$ cat config.mk
export PLATFORM = sky130hd
export DESIGN_NAME = padding_dma_top
export DESIGN_NICKNAME = d
export VERILOG_FILES = /design/src/hdl/padding_dma_pkg.sv /design/src/hdl/tile_if.sv /design/src/hdl/tile_sequencer.sv /design/src/hdl/tile_reader.sv /design/src/hdl/pad_window.sv /design/src/hdl/tile_writer.sv /design/src/hdl/padding_dma_top.sv
export VERILOG_INCLUDE_DIRS = /design/src /design/src/hdl
export SDC_FILE = /design/constraint.sdc
export NUM_CORES = 2
export LEC_CHECK = 0
export BUFFER_PORTS_ARGS = -buffer_cell sky130_fd_sc_hd__buf_2
export CORE_ASPECT_RATIO = 1.2
export CORE_MARGIN = 5
export CORE_UTILIZATION = 63
export DETAILED_ROUTE_END_ITERATION = 10
export PLACE_DENSITY = 0.82
export SLEW_MARGIN = 5
export SYNTH_ARGS = -nofsm -noshare
export SYNTH_HDL_FRONTEND = slang
export SYNTH_SLANG_ARGS = --single-unit
export TNS_END_PERCENT = 1
$ cat constraint.sdc
create_clock -name clk -period 9 [get_ports clk]
set_clock_uncertainty 0.2 [all_clocks]
set_input_delay 0.45 -clock clk [delete_from_list [all_inputs] [get_ports clk]]
set_output_delay 0.45 -clock clk [all_outputs]
set_load 0.01 [all_outputs]
$ cat src/hdl/padding_dma_defs.svh
// Shared sizes for the padding DMA
// Matrix width W must fit PD_DIM_W bits, so W is at most 60 once padded to W+2
`ifndef PADDING_DMA_DEFS_SVH
`define PADDING_DMA_DEFS_SVH

`define PD_DATA_W     32
`define PD_ADDR_W     32
`define PD_DIM_W      6

// Tile and padded window sides, in words
`define PD_TILE       4
`define PD_WIN        6

`define PD_WORD_BYTES 4
`define PD_LEN_W      4   // AXI len field

`endif

$ cat src/hdl/padding_dma_pkg.sv
// Types shared by the padding DMA stages

package padding_dma_pkg;

    // Which matrix borders the current tile touches
    typedef struct packed {
        logic top;
        logic bottom;
        logic left;
        logic right;
    } edge_flags_t;

    typedef enum logic [1:0] {
        SEQ_IDLE,
        SEQ_FETCH,
        SEQ_PAD,
        SEQ_WRITE
    } seq_state_t;

    typedef enum logic [1:0] {
        RD_IDLE,
        RD_ADDR,
        RD_DATA
    } rd_state_t;

    typedef enum logic [1:0] {WR_IDLE, WR_ADDR, WR_DATA, WR_RESP} wr_state_t;

endpackage

$ cat src/hdl/tile_if.sv
// Tile descriptor plus stage handshakes, and the window write port
// Sequencer holds the descriptor stable while a tile is in flight
`timescale 1ns/1ps
`include "padding_dma_defs.svh"

interface tile_if;
    import padding_dma_pkg::*;

    logic [`PD_ADDR_W-1:0] src_base, dst_base;
    logic [`PD_DIM_W-1:0]  width, tile_x, tile_y;
    edge_flags_t           edges;
    logic fetch_go, pad_go, write_go;
    logic fetch_done, pad_done, write_done;

    modport seq (output src_base, dst_base, width, tile_x, tile_y, edges,
                 output fetch_go, pad_go, write_go,
                 input fetch_done, pad_done, write_done);
    modport reader (input src_base, width, tile_x, tile_y, fetch_go, output fetch_done);
    modport pad (input edges, pad_go, output pad_done);
    modport writer (input dst_base, width, tile_x, tile_y, edges, write_go,
                    output write_done);
endinterface

interface win_wr_if;
    logic                          we;
    logic [$clog2(`PD_WIN)-1:0]    col, row;
    logic [`PD_DATA_W-1:0]         data;

    modport reader (output we, col, row, data);
    modport pad (input we, col, row, data);
endinterface

$ cat src/hdl/tile_sequencer.sv
// Accepts a start only for W a multiple of 4 and at least 8, others are dropped
// Walks tiles in row-major order, one tile through fetch, pad and write at a time
`timescale 1ns/1ps
`include "padding_dma_defs.svh"

module tile_sequencer (
    input  logic                  clk,
    input  logic                  rst_n,
    input  logic                  start_i,
    input  logic [`PD_ADDR_W-1:0] src_addr_i,
    input  logic [`PD_ADDR_W-1:0] dst_addr_i,
    input  logic [`PD_DIM_W-1:0]  width_i,
    output logic                  done_o,
    tile_if.seq                   t
);
    import padding_dma_pkg::*;

    seq_state_t            state;
    logic [`PD_ADDR_W-1:0] src_q, dst_q;
    logic [`PD_DIM_W-1:0]  width_q, tile_x_q, tile_y_q, last_tile;
    logic                  width_ok, accept, last_x, last_y, finish;
    logic                  fetch_go_q, pad_go_q, write_go_q;

    assign width_ok  = (width_i[1:0] == 2'b00) && (width_i >= `PD_DIM_W'(8));
    assign accept    = (state == SEQ_IDLE) && start_i && width_ok;
    assign last_tile = (width_q >> 2) - `PD_DIM_W'(1);
    assign last_x    = (tile_x_q == last_tile);
    assign last_y    = (tile_y_q == last_tile);
    assign finish    = (state == SEQ_WRITE) && t.write_done && last_x && last_y;
    assign done_o    = (state == SEQ_IDLE) || finish;  // Up with the last write_done

    assign t.src_base = src_q;
    assign t.dst_base = dst_q;
    assign t.width    = width_q;
    assign t.tile_x   = tile_x_q;
    assign t.tile_y   = tile_y_q;
    assign t.edges    = '{top: tile_y_q == '0, bottom: last_y,
                          left: tile_x_q == '0, right: last_x};
    assign t.fetch_go = fetch_go_q;
    assign t.pad_go   = pad_go_q;
    assign t.write_go = write_go_q;

    // Configuration latch
    always_ff @(posedge clk) begin
        if (accept) begin
            src_q   <= src_addr_i;
            dst_q   <= dst_addr_i;
            width_q <= width_i;
        end
    end

    always_ff @(posedge clk) begin
        if (!rst_n) begin
            state      <= SEQ_IDLE;
            tile_x_q   <= '0;
            tile_y_q   <= '0;
            fetch_go_q <= 1'b0;
            pad_go_q   <= 1'b0;
            write_go_q <= 1'b0;
        end else begin
            fetch_go_q <= 1'b0;
            pad_go_q   <= 1'b0;
            write_go_q <= 1'b0;
            case (state)
                SEQ_IDLE: if (accept) begin
                    tile_x_q   <= '0;
                    tile_y_q   <= '0;
                    fetch_go_q <= 1'b1;
                    state      <= SEQ_FETCH;
                end
                SEQ_FETCH: if (t.fetch_done) begin
                    pad_go_q <= 1'b1;
                    state    <= SEQ_PAD;
                end
                SEQ_PAD: if (t.pad_done) begin
                    write_go_q <= 1'b1;
                    state      <= SEQ_WRITE;
                end
                SEQ_WRITE: if (t.write_done) begin
                    if (last_x && last_y) begin
                        state <= SEQ_IDLE;
                    end else begin
                        if (last_x) begin  // Wrap to next tile row
                            tile_x_q <= '0;
                            tile_y_q <= tile_y_q + `PD_DIM_W'(1);
                        end else begin
                            tile_x_q <= tile_x_q + `PD_DIM_W'(1);
                        end
                        fetch_go_q <= 1'b1;
                        state      <= SEQ_FETCH;
                    end
                end
                default: state <= SEQ_IDLE;
            endcase
        end
    end
endmodule

$ cat src/hdl/tile_reader.sv
// Fetches one 4x4 tile as four INCR bursts of four full words
// Relies on rlast to end each burst, beats land at window rows and columns 1..4
`timescale 1ns/1ps
`include "padding_dma_defs.svh"

module tile_reader (
    input  logic                  clk,
    input  logic                  rst_n,
    tile_if.reader                t,
    win_wr_if.reader              w,
    output logic [`PD_ADDR_W-1:0] araddr_o,
    output logic [`PD_LEN_W-1:0]  arlen_o,
    output logic                  arvalid_o,
    input  logic                  arready_i,
    input  logic [`PD_DATA_W-1:0] rdata_i,
    input  logic                  rlast_i,
    input  logic                  rvalid_i,
    output logic                  rready_o
);
    import padding_dma_pkg::*;

    rd_state_t             state;
    logic [1:0]            row_q, beat_q;
    logic                  done_q;
    logic [`PD_ADDR_W-1:0] src_row, src_col;

    // Source word index of the row start
    assign src_row  = `PD_ADDR_W'(t.tile_y) * `PD_TILE + `PD_ADDR_W'(row_q);
    assign src_col  = `PD_ADDR_W'(t.tile_x) * `PD_TILE;
    assign araddr_o = t.src_base + (src_row * `PD_ADDR_W'(t.width) + src_col) * `PD_WORD_BYTES;
    assign arlen_o  = `PD_LEN_W'(`PD_TILE - 1);

    assign arvalid_o    = (state == RD_ADDR);
    assign rready_o     = (state == RD_DATA);
    assign t.fetch_done = done_q;

    assign w.we   = (state == RD_DATA) && rvalid_i;
    assign w.col  = {1'b0, beat_q} + 3'd1;  // Skip the border column
    assign w.row  = {1'b0, row_q} + 3'd1;
    assign w.data = rdata_i;

    always_ff @(posedge clk) begin
        if (!rst_n) begin
            state  <= RD_IDLE;
            row_q  <= '0;
            beat_q <= '0;
            done_q <= 1'b0;
        end else begin
            done_q <= 1'b0;
            case (state)
                RD_IDLE: if (t.fetch_go) begin
                    row_q <= '0;
                    state <= RD_ADDR;
                end
                RD_ADDR: if (arready_i) begin
                    beat_q <= '0;
                    state  <= RD_DATA;
                end
                RD_DATA: if (rvalid_i) begin
                    beat_q <= beat_q + 2'd1;
                    if (rlast_i) begin
                        if (row_q == 2'd3) begin
                            done_q <= 1'b1;
                            state  <= RD_IDLE;
                        end else begin
                            row_q <= row_q + 2'd1;
                            state <= RD_ADDR;  // Next row's AR
                        end
                    end
                end
                default: state <= RD_IDLE;
            endcase
        end
    end
endmodule

$ cat src/hdl/pad_window.sv
// 6x6 tile window, data at rows and columns 1..4, border filled by reflection
// Row pass one cycle after pad_go, column pass the cycle after that
`timescale 1ns/1ps
`include "padding_dma_defs.svh"

module pad_window (
    input  logic                         clk,
    input  logic                         rst_n,
    tile_if.pad                          t,
    win_wr_if.pad                        w,
    input  logic [$clog2(`PD_WIN)-1:0]   rd_col_i,
    input  logic [$clog2(`PD_WIN)-1:0]   rd_row_i,
    output logic [`PD_DATA_W-1:0]        rd_data_o
);
    import padding_dma_pkg::*;

    logic [`PD_DATA_W-1:0] win [0:`PD_WIN-1][0:`PD_WIN-1];  // [row][col]
    logic                  row_pass_q, col_pass_q;
    edge_flags_t           edges_q;

    assign t.pad_done = col_pass_q;
    assign rd_data_o  = win[rd_row_i][rd_col_i];

    always_ff @(posedge clk) begin
        if (!rst_n) begin
            row_pass_q <= 1'b0;
            col_pass_q <= 1'b0;
        end else begin
            row_pass_q <= t.pad_go;
            col_pass_q <= row_pass_q;
        end
    end

    // Edges captured for both passes
    always_ff @(posedge clk) begin
        if (t.pad_go) edges_q <= t.edges;
    end

    always_ff @(posedge clk) begin
        if (w.we) win[w.row][w.col] <= w.data;
        if (row_pass_q) begin
            for (int c = 0; c < `PD_WIN; c++) begin
                if (edges_q.top)    win[0][c] <= win[2][c];  // Input row 1
                if (edges_q.bottom) win[5][c] <= win[3][c];  // Input row W-2
            end
        end
        // Whole columns, so the corners pick up the row pass result
        if (col_pass_q) begin
            for (int r = 0; r < `PD_WIN; r++) begin
                if (edges_q.left)  win[r][0] <= win[r][2];
                if (edges_q.right) win[r][5] <= win[r][3];
            end
        end
    end
endmodule

$ cat src/hdl/tile_writer.sv
// Writes a tile's padded rows, one INCR burst of 4 to 6 words per window row
// Border rows and columns are written only on tiles at that matrix edge
`timescale 1ns/1ps
`include "padding_dma_defs.svh"

module tile_writer (
    input  logic                        clk,
    input  logic                        rst_n,
    tile_if.writer                      t,
    output logic [$clog2(`PD_WIN)-1:0]  rd_col_o,
    output logic [$clog2(`PD_WIN)-1:0]  rd_row_o,
    input  logic [`PD_DATA_W-1:0]       rd_data_i,
    output logic [`PD_ADDR_W-1:0]       awaddr_o,
    output logic [`PD_LEN_W-1:0]        awlen_o,
    output logic                        awvalid_o,
    input  logic                        awready_i,
    output logic [`PD_DATA_W-1:0]       wdata_o,
    output logic                        wlast_o,
    output logic                        wvalid_o,
    input  logic                        wready_i,
    input  logic                        bvalid_i,
    output logic                        bready_o
);
    import padding_dma_pkg::*;

    wr_state_t             state;
    logic [2:0]            row_q, col_q;
    logic [2:0]            col_first, col_last, row_first, row_last;
    logic                  done_q;
    logic [`PD_ADDR_W-1:0] dst_row, dst_col, pitch;

    // Window span for this tile
    assign col_first = t.edges.left   ? 3'd0 : 3'd1;
    assign col_last  = t.edges.right  ? 3'd5 : 3'd4;
    assign row_first = t.edges.top    ? 3'd0 : 3'd1;
    assign row_last  = t.edges.bottom ? 3'd5 : 3'd4;

    // Padded coordinate is tile origin plus window index
    assign dst_row  = `PD_ADDR_W'(t.tile_y) * `PD_TILE + `PD_ADDR_W'(row_q);
    assign dst_col  = `PD_ADDR_W'(t.tile_x) * `PD_TILE + `PD_ADDR_W'(col_first);
    assign pitch    = `PD_ADDR_W'(t.width) + `PD_ADDR_W'(2);
    assign awaddr_o = t.dst_base + (dst_row * pitch + dst_col) * `PD_WORD_BYTES;
    assign awlen_o  = `PD_LEN_W'(col_last - col_first);

    assign rd_col_o     = col_q;
    assign rd_row_o     = row_q;
    assign wdata_o      = rd_data_i;
    assign awvalid_o    = (state == WR_ADDR);
    assign wvalid_o     = (state == WR_DATA);
    assign wlast_o      = (state == WR_DATA) && (col_q == col_last);
    assign bready_o     = (state == WR_RESP);
    assign t.write_done = done_q;

    always_ff @(posedge clk) begin
        if (!rst_n) begin
            state  <= WR_IDLE;
            row_q  <= '0;
            col_q  <= '0;
            done_q <= 1'b0;
        end else begin
            done_q <= 1'b0;
            case (state)
                WR_IDLE: if (t.write_go) begin
                    row_q <= row_first;
                    col_q <= col_first;
                    state <= WR_ADDR;
                end
                WR_ADDR: if (awready_i) state <= WR_DATA;
                WR_DATA: if (wready_i) begin
                    if (wlast_o) begin
                        col_q <= col_first;
                        state <= WR_RESP;
                    end else begin
                        col_q <= col_q + 3'd1;
                    end
                end
                WR_RESP: if (bvalid_i) begin  // One B per row
                    if (row_q == row_last) begin
                        done_q <= 1'b1;
                        state  <= WR_IDLE;
                    end else begin
                        row_q <= row_q + 3'd1;
                        state <= WR_ADDR;
                    end
                end
                default: state <= WR_IDLE;
            endcase
        end
    end
endmodule

$ cat src/hdl/padding_dma_top.sv
// Padding DMA top, AXI channels as plain ports
// Slave side must treat every burst as INCR of full 4-byte words, responses are not checked
`timescale 1ns/1ps
`include "padding_dma_defs.svh"

module padding_dma_top (
    input  logic                  clk,
    input  logic                  rst_n,
    input  logic                  start_i,
    input  logic [`PD_ADDR_W-1:0] src_addr_i,
    input  logic [`PD_ADDR_W-1:0] dst_addr_i,
    input  logic [`PD_DIM_W-1:0]  width_i,
    output logic                  done_o,
    // AR and R
    output logic [`PD_ADDR_W-1:0] araddr_o,
    output logic [`PD_LEN_W-1:0]  arlen_o,
    output logic                  arvalid_o,
    input  logic                  arready_i,
    input  logic [`PD_DATA_W-1:0] rdata_i,
    input  logic                  rlast_i,
    input  logic                  rvalid_i,
    output logic                  rready_o,
    // AW, W and B
    output logic [`PD_ADDR_W-1:0] awaddr_o,
    output logic [`PD_LEN_W-1:0]  awlen_o,
    output logic                  awvalid_o,
    input  logic                  awready_i,
    output logic [`PD_DATA_W-1:0] wdata_o,
    output logic                  wlast_o,
    output logic                  wvalid_o,
    input  logic                  wready_i,
    input  logic                  bvalid_i,
    output logic                  bready_o
);
    tile_if   tile_bus ();
    win_wr_if win_bus ();

    logic [$clog2(`PD_WIN)-1:0] rd_col, rd_row;  // Writer read port into window
    logic [`PD_DATA_W-1:0]      rd_data;

    tile_sequencer u_seq (.clk, .rst_n, .start_i, .src_addr_i, .dst_addr_i, .width_i,
                          .done_o, .t(tile_bus));

    tile_reader u_rd (.clk, .rst_n, .t(tile_bus), .w(win_bus), .araddr_o, .arlen_o,
                      .arvalid_o, .arready_i, .rdata_i, .rlast_i, .rvalid_i, .rready_o);

    pad_window u_win (.clk, .rst_n, .t(tile_bus), .w(win_bus), .rd_col_i(rd_col),
                      .rd_row_i(rd_row), .rd_data_o(rd_data));

    tile_writer u_wr (.clk, .rst_n, .t(tile_bus), .rd_col_o(rd_col), .rd_row_o(rd_row),
                      .rd_data_i(rd_data), .awaddr_o, .awlen_o, .awvalid_o, .awready_i,
                      .wdata_o, .wlast_o, .wvalid_o, .wready_i, .bvalid_i, .bready_o);
endmodule

==> flow_summary.ini <==
[place]
portBuffers = 216
post-dp-hpwl_um = 116000
place_congestion = 0.859
place_area_um2 = 79200

[timing]
post-route-period-util_pct = 95.5
rsz0062_at_grt = false
slew_headroom_pct = 16.6
slew_violations = 0
fmax_ghz = 0.116
setup_tns_ns = 0
layout_min_cycle_time_ns = 8.59
worstMarginPinSlew_ns = 1.25
finalHoldViolCount = 0
setup_viol = 0

[floorplan]
initial_core_util_pct = 63.2
rows = 140
dieWidth_um = 328
die_height_um = 392
die_area_um2 = 128000
fp.coreArea_um2 = 121000
ios = 222

[clock_tree]
clockBufferDepth = 3
htreeDepth = 4
cts.clk_slew.worst_paths_ns = 0.06
tritoncts = built
numCtsBuffers = 159
clock_latency_ns = 0.80
root_buffer = clkbuf_16
clock_sinks = 1648

[logic_synthesis]
yosys_register_bits = 1648
syn_area_um2 = 76400
synth-edff-count = 1610
avgSynthCellArea_um2 = 15.3
yosysSeqAreaShare_pct = 64.2
async_reset_ff_share_pct = 0
synthFlopType = edfxtp_1
postSynthCellCount = 5002
ys_types = 77
yosys_warnings = 0

[job]
maxCapViolations = 0

[power_and_ir_drop]
seq_power_share_pct = 53.9
ir_worst_vdd_mv = 0.186
p_sw_w = 0.00335
switching_share_pct = 21.3
pwr-share-comb_pct = 4.1
p_leak_nw = 29.8
power_density_nw_per_um2 = 184
pwr-share-clk_pct = 42.0
internal_power_w = 0.0124

[grt]
overflow = 0
grt_pass1_vias = 49400
grt_max_degree = 144
grtUsageTotal_pct = 35.2
antenna_found_initial = 1
grt_pass1_wl_um = 326000

[worst_setup_path]
crit_fanout = 10
crit_type = register to output pin
required_ns = 8.35
critPathLaunchType = register
arrival_ns = 7.94
endpoint_kind = output pin

[cells_and_area]
final_common_cell = edfxtp_1
final_cell_area_um2 = 85400
final_cell_mix = 1610 x edfxtp_1, 804 x nand2_1, 448 x mux4_2
drive_gt1_share_pct = 19.5
fin_nets = 5561
syn_to_final_growth_pct = 11.7

[detailed_routing]
drt_iter0_drc = 8388
routedWlPerCell_um = 32.3
remaining_drc_errors = 0
drt-pass1-iter-count = 8
drt_wl_total_um = 226000
final_antenna_net_count = 0
vias = 49000
vias_per_cell = 7.00

[status]
status = completed

[min_path]
hold_path.class = input pin to register
==> power by group through the flow <==
| stage | Sequential (W) | Clock [W] | Combinational, W |
|---|---|---|---|
| 2_1_floorplan | 0.00863 | 0 | 0.000370 |
| 3_3_place_gp | 0.00864 | 0 | 0.000566 |
| 3_5_place_dp | 0.00864 | 0 | 0.000588 |
| 4_1_cts | 0.00847 | 0.00660 | 0.000635 |
| 5_1_grt | 0.00847 | 0.00694 | 0.000708 |
| 6_report | 0.00847 | 0.00659 | 0.000647 |
==> worst paths after layout <==
| kind | end | slack [ns] | startpoint | cells after the start |
|---|---|---|---|---|
| hold / removal | u_wr.rd_col_o[2] | 0.09 | wready_i | 5 |
| setup / recovery | awaddr_o[30] | 0.41 | u_seq.t.tile_y[0] | 27 |
| hold reg to reg | u_seq.t.pad_go | 0.30 | u_rd.t.fetch_done | 1 |
| setup reg to reg | u_win.win[6][88] | 4.94 | u_rd.row_q[0] | 5 |
==> Yosys cell counts (32+ instances only) <==
cell type | n | area share, %
nor2_1 | 101 | 0.50
and2_0 | 33 | 0.27
ha_1 | 143 | 2.3
xnor2_1 | 68 | 0.78
o22ai_1 | 36 | 0.29
and2_1 | 63 | 0.52
nand3_1 | 39 | 0.26
a211oi_1 | 33 | 0.32
nor2b_1 | 61 | 0.50
inv_1 | 163 | 0.80
mux2i_1 | 68 | 0.89
clkbuf_1 | 240 | 1.2
edfxtp_1 | 1610 | 63
a21oi_1 | 217 | 1.4
fa_1 | 73 | 1.9
a21o_1 | 271 | 2.7
mux4_2 | 448 | 13
o21ai_0 | 164 | 1.1
dfxtp_1 | 38 | 1.0
buf_1 | 40 | 0.20
nand2_1 | 816 | 4.0
xor2_1 | 32 | 0.37
buf_2 | 49 | 0.32
and3_1 | 34 | 0.28
==> worst max-delay path: stages, from the launching register on <==
cell and delay [ns]:
dfxtp_1 0.55, ha_1 0.26, nand3_1 0.10, xnor2_1 0.57
nor2_1 0.14, fa_1 0.55, inv_1 0.06, fa_1 0.53
inv_1 0.05, fa_1 0.47, inv_1 0.05, fa_1 0.47
inv_1 0.04, ha_1 0.22, or3_1 0.35, o32a_1 0.40
a21o_1 0.20, a21oi_1 0.17, xnor2_1 0.15, ha_1 0.32
a21o_1 0.20, a21oi_1 0.15, nor2b_1 0.06, a311o_1 0.38
o21a_1 0.29, nand3_1 0.13, xnor2_1 0.14, buf_2 0.17
==> state kept, by name (all words and copies together) (netlist names), 4 cells and up, named ones only <==
name	cells
u_seq.t.src_base	32
u_win.win	1536
u_seq.t.dst_base	32
u_seq.t.tile_y	6
u_win.edges_q	4
u_seq.t.width	6
u_seq.t.tile_x	6
==> area by class of cell <==
class / instances / area, um^2
Clock buffer: 206 / 4240
Clock inverter: 80 / 810
Tap cell: 1633 / 2040
Multi-Input combinational cell: 2851 / 25600
Antenna cell: 3 / 7.51
Timing Repair Buffer: 409 / 2900
Sequential cell: 1648 / 49100
Inverter: 165 / 624
Fill cell: 7312 / 35700
==> metrics by stage <==
step	setup slack (ns)	std cells	total power, W	hold slack (ns)	utilization, %
4_1_cts	0.208	6991	0.0157	0.0215	70.5
5_1_grt	0.0152	6992	0.0161	0.0800	70.5
2_1_floorplan	2.02	5005	0.00900	0.260	-
3_3_place_gp	1.25	6594	0.00920	0.273	65.4
6_report	0.406	6995	0.0157	0.0897	70.5
3_5_place_dp	1.06	6594	0.00922	0.282	65.4
==> logic make-up (layout without fill, tap and decap cells) <==
| logic type | Yosys count | count (layout) | share of synthesized area [%] |
|---|---|---|---|
| muxes | 516 | 516 | 14.1 |
| xor gates and xnor gates | 103 | 103 | 1.24 |
| DFF | 1648 | 1648 | 64.2 |
| AOI/OAI and AO/OA | 798 | 798 | 6.64 |
| adders and majority gates | 216 | 216 | 4.25 |
| buffers and inverters | 506 | 860 | 2.64 |
| and+or+nand+nor | 1213 | 1213 | 6.89 |
| other | 2 | 8 | 0.00982 |
==> routing by layer <==
metal,vias up,part of all wire [%],GRT usage (%)
li1,19500,-,-
met1,24000,31,44.2
met2,4553,48,56.1
met3,963,15,10.6
met4,0,6.7,18.6
met5,-,0,0.0763
==> what timing repair did <==
action | in CTS | in global routing
resized for setup | 0 | 3
setup endpoints to repair | 0 | 9
hold buffers | 111 | 0
endpoints found under the hold margin | 997 | 0
buffers inserted | 0 | 1
(Power assumes the default switching activity.)
